==> src/logic/rx_settings.svh <==
// build-wide constants for the receive path
// RX_FIFO_DEPTH must be a power of two and RX_USED_W must be able to count a full FIFO
// RX_SEQ_LAST stays below 256 since test-mode words carry a zero upper byte
`ifndef RX_SETTINGS_SVH
`define RX_SETTINGS_SVH

`define RX_SYNC_WORD   16'h7F7F  // first word of every frame
`define RX_FRAME_WORDS 60        // payload words that follow the two control words
`define RX_FIFO_DEPTH  4096      // RX FIFO entries
`define RX_USED_W      13        // occupancy count width, one bit more than the address
`define RX_SEQ_LAST    252       // test-mode count runs 1 up to this value and wraps to 1
`define RX_WD_W        16        // strobe watchdog width, its top bit flags a lost strobe

`endif

==> src/logic/rx_check_pkg.sv <==
// types for the FIFO write port and the test-mode checker
`default_nettype none

package rx_check_pkg;

  // checker states, it follows the frame sync into test mode
  typedef enum logic [2:0] {
    TMC_IDLE   = 3'd0,  // waiting for a frame to start
    TMC_12_CHK = 3'd1,  // frame sync is on C1C2
    TMC_34_CHK = 3'd2,  // frame sync is on C3C4
    TMC_CNT    = 3'd3,  // one cycle to load the skip count
    TMC_GO     = 3'd4   // sequence checking active
  } tmc_state_t;

  // RX FIFO write port
  typedef struct packed {
    logic        en;    // write strobe, dropped by the FIFO when full
    logic [15:0] data;  // payload word
  } fifo_wr_t;

endpackage

`default_nettype wire

==> src/logic/rx_frame_pkg.sv <==
// types for the input side of the receive path
// the sync_state_t encoding is also watched by the test-mode checker
`default_nettype none

package rx_frame_pkg;

  // frame synchronizer states
  typedef enum logic [2:0] {
    SYNC_IDLE   = 3'd0,  // hunting for the sync word
    SYNC_START  = 3'd1,  // sync word seen, lasts one cycle
    SYNC_RX_1_2 = 3'd2,  // waiting for control word C1C2
    SYNC_RX_3_4 = 3'd3,  // waiting for control word C3C4
    SYNC_RX     = 3'd4,  // payload words go to the RX FIFO
    SYNC_FINISH = 3'd5   // frame done, back to hunting next cycle
  } sync_state_t;

  // one word from the host, no ready so it is taken whenever valid is high
  typedef struct packed {
    logic [15:0] data;   // host word
    logic        valid;  // word present this cycle
  } rx_word_t;

endpackage

`default_nettype wire

==> src/logic/rx_frame_sync.sv <==
// frame synchronizer for the host word stream
// the sync word is only looked for while hunting, so payload equal to it is harmless
// a word arriving in SYNC_START or SYNC_FINISH is not examined, so the host leaves
// at least one idle cycle after the sync word and after the last payload word
// control words are stepped over without decoding
`timescale 1ns/1ps
`default_nettype none
`include "rx_settings.svh"

module rx_frame_sync
  import rx_frame_pkg::*, rx_check_pkg::*;
(
  input  logic        clk,
  input  logic        rst,
  input  rx_word_t    in_word,
  output sync_state_t sync_state,
  output fifo_wr_t    fifo_wr
);

  localparam int unsigned CNT_W = $clog2(`RX_FRAME_WORDS);

  sync_state_t      state_next;
  logic [CNT_W-1:0] word_cnt;   // payload words taken so far in this frame
  logic             last_word;  // current payload word ends the frame

  assign last_word = (word_cnt == CNT_W'(`RX_FRAME_WORDS - 1));

  always_comb
  begin
    state_next = sync_state;  // hold unless a word moves us on
    case (sync_state)
      SYNC_IDLE:
      begin
        if (in_word.valid && (in_word.data == `RX_SYNC_WORD))
          state_next = SYNC_START;
      end
      SYNC_START:
        state_next = SYNC_RX_1_2;  // one cycle marker for the start of a frame
      SYNC_RX_1_2:
      begin
        if (in_word.valid)
          state_next = SYNC_RX_3_4;  // C1C2 consumed
      end
      SYNC_RX_3_4:
      begin
        if (in_word.valid)
          state_next = SYNC_RX;  // C3C4 consumed, payload follows
      end
      SYNC_RX:
      begin
        if (in_word.valid && last_word)
          state_next = SYNC_FINISH;
      end
      SYNC_FINISH:
        state_next = SYNC_IDLE;
      default:
        state_next = SYNC_IDLE;  // recover from an unused encoding
    endcase
  end

  always_ff @(posedge clk)
  begin
    if (rst)
      sync_state <= SYNC_IDLE;
    else
      sync_state <= state_next;
  end

  // the counter sits at zero outside the payload, so each frame starts clean
  always_ff @(posedge clk)
  begin
    if (rst || (sync_state != SYNC_RX))
      word_cnt <= '0;
    else if (in_word.valid)
      word_cnt <= word_cnt + 1'b1;
  end

  // each payload word becomes a FIFO write one cycle later
  always_ff @(posedge clk)
  begin
    if (rst)
      fifo_wr.en <= 1'b0;
    else
      fifo_wr.en <= (sync_state == SYNC_RX) && in_word.valid;
    fifo_wr.data <= in_word.data;  // only meaningful while en is high
  end

endmodule

`default_nettype wire

==> config.mk <==
export PLATFORM = sky130hd
export DESIGN_NAME = rx_frame_sync
export DESIGN_NICKNAME = d
export VERILOG_FILES = /design/src/logic/rx_check_pkg.sv /design/src/logic/rx_frame_pkg.sv /design/src/logic/rx_frame_sync.sv
export VERILOG_INCLUDE_DIRS = /design/src /design/src/logic
export SDC_FILE = /design/constraint.sdc
export NUM_CORES = 1
export LEC_CHECK = 0
export BUFFER_PORTS_ARGS = -buffer_cell sky130_fd_sc_hd__clkbuf_2
export CAP_MARGIN = 20
export CORE_UTILIZATION = 33
export DETAILED_ROUTE_END_ITERATION = 16
export GPL_TIMING_DRIVEN = 0
export SETUP_SLACK_MARGIN = 0.02
export SLEW_MARGIN = 20
export SYNTH_ARGS = -nofsm -noshare
export SYNTH_HDL_FRONTEND = slang
export SYNTH_SLANG_ARGS = --single-unit
export TNS_END_PERCENT = 20
==> constraint.sdc <==
create_clock -name clk -period 4.6 [get_ports clk]
set_clock_uncertainty 0.15 [all_clocks]
set_input_delay 1.38 -clock clk [delete_from_list [all_inputs] [get_ports clk]]
set_output_delay 1.38 -clock clk [all_outputs]
set_load 0.03 [all_outputs]
# After elaboration in Yosys (flattened, before gate mapping)

Cells that the tools add are included.
Widths: inputs -> output; s select.

Flip-flop bits (word level): 26
Logic and storage cells: 27
Input bits: 19
Output and inout port bits: 20

Multiplexer cells: 5
Equal/unequal tests: 11
Add/subtract/negate cells: 1
Reductions and logical operators: 6

Operators by type and width:

| operator             | number |
|---|---|
| $eq 16x15->1 const B | 1 |
| $pmux 3 s5           | 1 |
| $mux 3               | 4 |
| $ne 2x2->1 const B   | 4 |
| $add 6x1->6 const B  | 1 |
| $eq 3x2->1 const B   | 2 |
| $eq 6x6->1 const B   | 1 |
| $reduce_and 4->1     | 1 |
| $eq 3x1->1 const B   | 1 |
| $eq 3x3->1 const B   | 1 |
| $logic_and 1x1->1    | 3 |
| $logic_not 3->1      | 1 |
| $ne 3x3->1 const B   | 1 |
| $logic_or 1x1->1     | 1 |

# Logic depth before layout (Yosys ltp)

Depth after elaboration: 4
Depth in mapped cells: 6
Mapped depth without buffers: 6

# Worst setup path before layout

Ideal clock, no wire load.

Kind: input port to flip-flop
Start: input in_word[16] in the netlist's numbering
End: register sync_state[0]
Stages on the path: 5
Arrival: 2.266 ns
Buffers on the path: 0
Data required time: 4.384 ns
Path slack: 2.118 ns
Setup time: 0.066 ns
Path through: nand4b_1 > nor3_2 > nand4b_1 > a221o_1 > a21oi_2

Cells in the longest elaborated chain, start to end: 4

RTL lines:

| what                       | RTL line            | source |
|---|---|---|
| start, declared            | rx_frame_sync.sv:15 | `input rx_word_t in_word,` |
| $eq 16x15->1 (no line)     | --                  |  |
| $logic_and 1x1->1          | rx_frame_sync.sv:34 | `` if (in_word.valid && (in_word.data == `RX_SYNC_WORD)) `` |
| $ne 2x2->1 (no line)       | --                  |  |
| $reduce_and 4->1 (no line) | --                  |  |
| end signal, assigned       | rx_frame_sync.sv:66 | `sync_state <= state_next;` |
| end, declared              | rx_frame_sync.sv:16 | `output sync_state_t sync_state,` |

No other way between the ends.
A chain may end at the register's enable or synchronous reset.

# Worst setup path after layout

Start: register sync_state[2]
End: output sync_state[2]

No word-level cell between the ends.

==> out/results.md <==
| Item | Reported |
| --- | --- |
| Global-route wire length before repair | 2.42 mm |
| Via count of the first global-routing pass | 567 |
| Yosys reg bits | 26 |
| Post-synthesis instance area | 800 um^2 |
| Most common cell after layout, fill and taps aside | sky130_fd_sc_hd__clkbuf_2 |
| Vias | 662 |
| Number of instances in the synthesized netlist | 69 |
| Maximum number of pins on one net before global-route repair | 16 |
| Synthesis Warnings | 0 |
| Buffers & Inverters on Critical Path | 1 |
| Startpoint of the worst hold path | word_cnt[5] |
| Post-synthesis cell type count | 24 |
| Max_slew headroom | 81.2% |
| Nets in the synthesized netlist | 89 |
| Capturing point of the worst reg2reg path | sync_state[0] |
| CTS-repair resized insts | 0 |
| Detailed Place HPWL | 1.18 mm |
| H-tree depth reported by CTS | 1 |
| Antenna diode count | 0 |
| Post-synthesis sequential area ratio | 65.1% |
| Site Rows | 17 |
| Worst Hold End | word_cnt[5] |
| Final antenna-violating net count | 0 |
| Pwr Density | 440 mW/mm^2 |
| Number of buffers between clock root and the deepest sink | 2 |
| Number of max-slew violations in the final report | 0 |
| Max-Cap Viols | 0 |
| Core Box Area | 0.00225 mm^2 |
| Outcome | completed |
| Total wire length after detailed routing | 1.53 mm |
| Routed length per instance | 11.1 um |
| Number of cells on the worst hold path | 2 |
| Die Footprint | 0.00262 mm^2 |
| Overall overflow remaining after global route | 0 |
| Data arrival time of the critical path | 1.08 ns |
| Largest area contributor in the netlist | sky130_fd_sc_hd__dfxtp_1 |
| Post-layout total power | 0.000472 W |
| Overall die height | 51.2 um |
| Clock transition time at the flip-flop clock pins of the worst setup and hold paths | 0.13 ns |
| Crit path max-delay cell type | sky130_fd_sc_hd__dfxtp_1 |
| DRC errors left | 0 |
| Static power due to leakage | 0.481 nW |
| Root Buffer | sky130_fd_sc_hd__clkbuf_4 |
| Delay of the slowest cell on the worst path | 0.50 ns |
| Initial Utilization | 35.5% |
| Critical R2R Launch | word_cnt[0] |
| Post-CTS Repair Setup Buffers | 0 |
| Number of hold buffers added after cts | 0 |
| Synth top area share | 65.1% |
| Commonest cells after routing, fill and taps aside | sky130_fd_sc_hd__clkbuf_2 (37), sky130_fd_sc_hd__dfxtp_1 (26), sky130_fd_sc_hd__nor2_1 (9), sky130_fd_sc_hd__nand4_1 (4) |
| Actual slew at the worst max-slew pin | 0.281 ns |
| Post-synthesis to final-layout area growth | 34.1% |
| DRT iter0 DRCs | 16 |
| Fraction of layout cells with a size suffix above 1 | 42.7% |
| Unrepaired setup endpoints after global routing | false |
| Vias per std cell | 4.80 |
| Family with the most delay on the worst path | flip-flops |
| Horiz. Die Dim | 51.2 um |
| Endpoint required time on the critical path | 3.07 ns |
| Final layout net count | 131 |
| Depth of the worst register-to-register path | 6 |
| Clock latency at the later pin of the worst-skew pair | 0.32 ns |
| Type of the most critical hold path | register to register |
| Fin crit share | 56.7% |
| CTS tree | done |
| Endpoint class of the critical path | primary output |
| Largest fanout of any net on the critical path | 8 |
| Worst setup SP type | register |
| Final Setup Violations | 0 |
| Weighted congestion reported at the end of routability-driven placement | 0.696 |
| Number of clock buffers inserted by TritonCTS | 3 |
| Number of antenna violations at the first check in global routing | 0 |
| Final worst path period need | 2.61 ns |
| Maximum operating frequency | 383 MHz |
| CP cell instances | clkbuf_2 |
| Finished Layout Cells | 138 |
| Worst ir drop on vdd | 194 uV |
| Worst reg2reg setup slack | 3.06 ns |
| Top post-synthesis cells by area | sky130_fd_sc_hd__dfxtp_1 (65%), sky130_fd_sc_hd__nor2_1 (4.2%), sky130_fd_sc_hd__nand4b_1 (3.3%) |
| Average cell area after synthesis | 11.6 um^2 |
| Number of cells after detailed placement | 134 |
| Final number of hold-violating endpoints | 0 |
| Final total negative setup slack | 0 ns |
| Global router's overall resource usage | 12.6% |
| First-pass iteration count of the detailed router | 4 |
| Port buffer count | 37 |
| I/O pin count | 39 |
| Sink count of the clock tree | 26 |
| Category of the critical setup timing path | register to primary output |
[synthesized netlist by cell type]
cell                       count
sky130_fd_sc_hd__dfxtp_1      26
sky130_fd_sc_hd__nor2_1        9
sky130_fd_sc_hd__nand4_1       4
sky130_fd_sc_hd__nand2_1       3
sky130_fd_sc_hd__nand4b_1      3
sky130_fd_sc_hd__xor2_1        3
sky130_fd_sc_hd__nand3_1       2
sky130_fd_sc_hd__nor3_2        2
sky130_fd_sc_hd__o21ai_1       2
sky130_fd_sc_hd__a21oi_1       1
sky130_fd_sc_hd__a21oi_2       1
sky130_fd_sc_hd__a221o_1       1
sky130_fd_sc_hd__a32oi_1       1
sky130_fd_sc_hd__and3_2        1
sky130_fd_sc_hd__buf_6         1
sky130_fd_sc_hd__ha_1          1
sky130_fd_sc_hd__inv_1         1
sky130_fd_sc_hd__inv_4         1
sky130_fd_sc_hd__mux2i_1       1
sky130_fd_sc_hd__nor2b_1       1
sky130_fd_sc_hd__nor4_1        1
sky130_fd_sc_hd__o21ai_0       1
sky130_fd_sc_hd__or3_1         1
sky130_fd_sc_hd__xnor2_1       1
[routing by layer]
| layer | routed length [um] | GRT usage, % |
|---|---|---|
| met4 | 42 | 8.11 |
| met3 | 79 | 2.08 |
| met2 | 754 | 20.0 |
| met1 | 656 | 15.8 |
| met5 | 0 | 0 |
[area by class of cell]
cell class,instances,area (um^2)
well taps,28,35.0
plain buffers,1,11.3
clock buffers,3,22.5
repair buffers,37,185
clock inverters,1,30.0
flip-flops and latches,26,520
inverters,2,10.0
fillers,229,1180
multi-input cells,40,258
[tightest hold or removal path, cell delays in order (launching register included)]
cell and delay (ns):
sky130_fd_sc_hd__dfxtp_1 0.34, sky130_fd_sc_hd__o21ai_0 0.07, sky130_fd_sc_hd__a21oi_1 0.06
[through the flow]
step                hold WS, ns  worst slack [ns]  cell area, um^2  util [%]
global route              0.413              1.92             1070      47.6
detailed placement        0.335              1.91             1020      45.2
finish                    0.358              1.99             1070      47.6
global placement          0.321              1.95             1020      45.2
CTS                       0.356              1.97             1070      47.6
floorplan                 0.308              2.12              800         -
[cells by family (layout without fill, tap and decap cells)]
kind of cell,Yosys count,after routing,synth area share (%)
buffers and inverters,3,44,2.66
multiplexers,1,1,1.25
XOR/XNOR,4,4,4.38
AO/OA/AOI/OAI,7,7,5.95
AND/OR/NAND/NOR,27,27,19.1
adder cells (fa/ha/maj),1,1,1.56
flip-flops,26,26,65.1
[how the worst max path moves through the flow]
stage / cells past startpoint / slack, ns / to / from
after global routing: 1 / 1.92 / sync_state[2] / sync_state[2]
after floorplan: 5 / 2.12 / sync_state[0] / in_word[16]
after CTS: 1 / 1.97 / sync_state[2] / sync_state[2]
after detailed placement: 6 / 1.91 / sync_state[0] / in_word[16]
final: 1 / 1.99 / sync_state[2] / sync_state[2]
after global placement: 6 / 1.95 / sync_state[0] / in_word[16]
[where the power goes]
group / internal, W / total, W / switching (W)
logic: 0.0000244 / 0.0000711 / 0.0000467
registers: 0.000237 / 0.000245 / 0.00000753
clock network: 0.0000882 / 0.000156 / 0.0000674
total: 0.000350 / 0.000472 / 0.000122
[state kept, by name (all words and copies together), names as in the netlist]
signal      cells
fifo_wr        17
sync_state      3
word_cnt        6
Power figures use the tool's default switching activity.
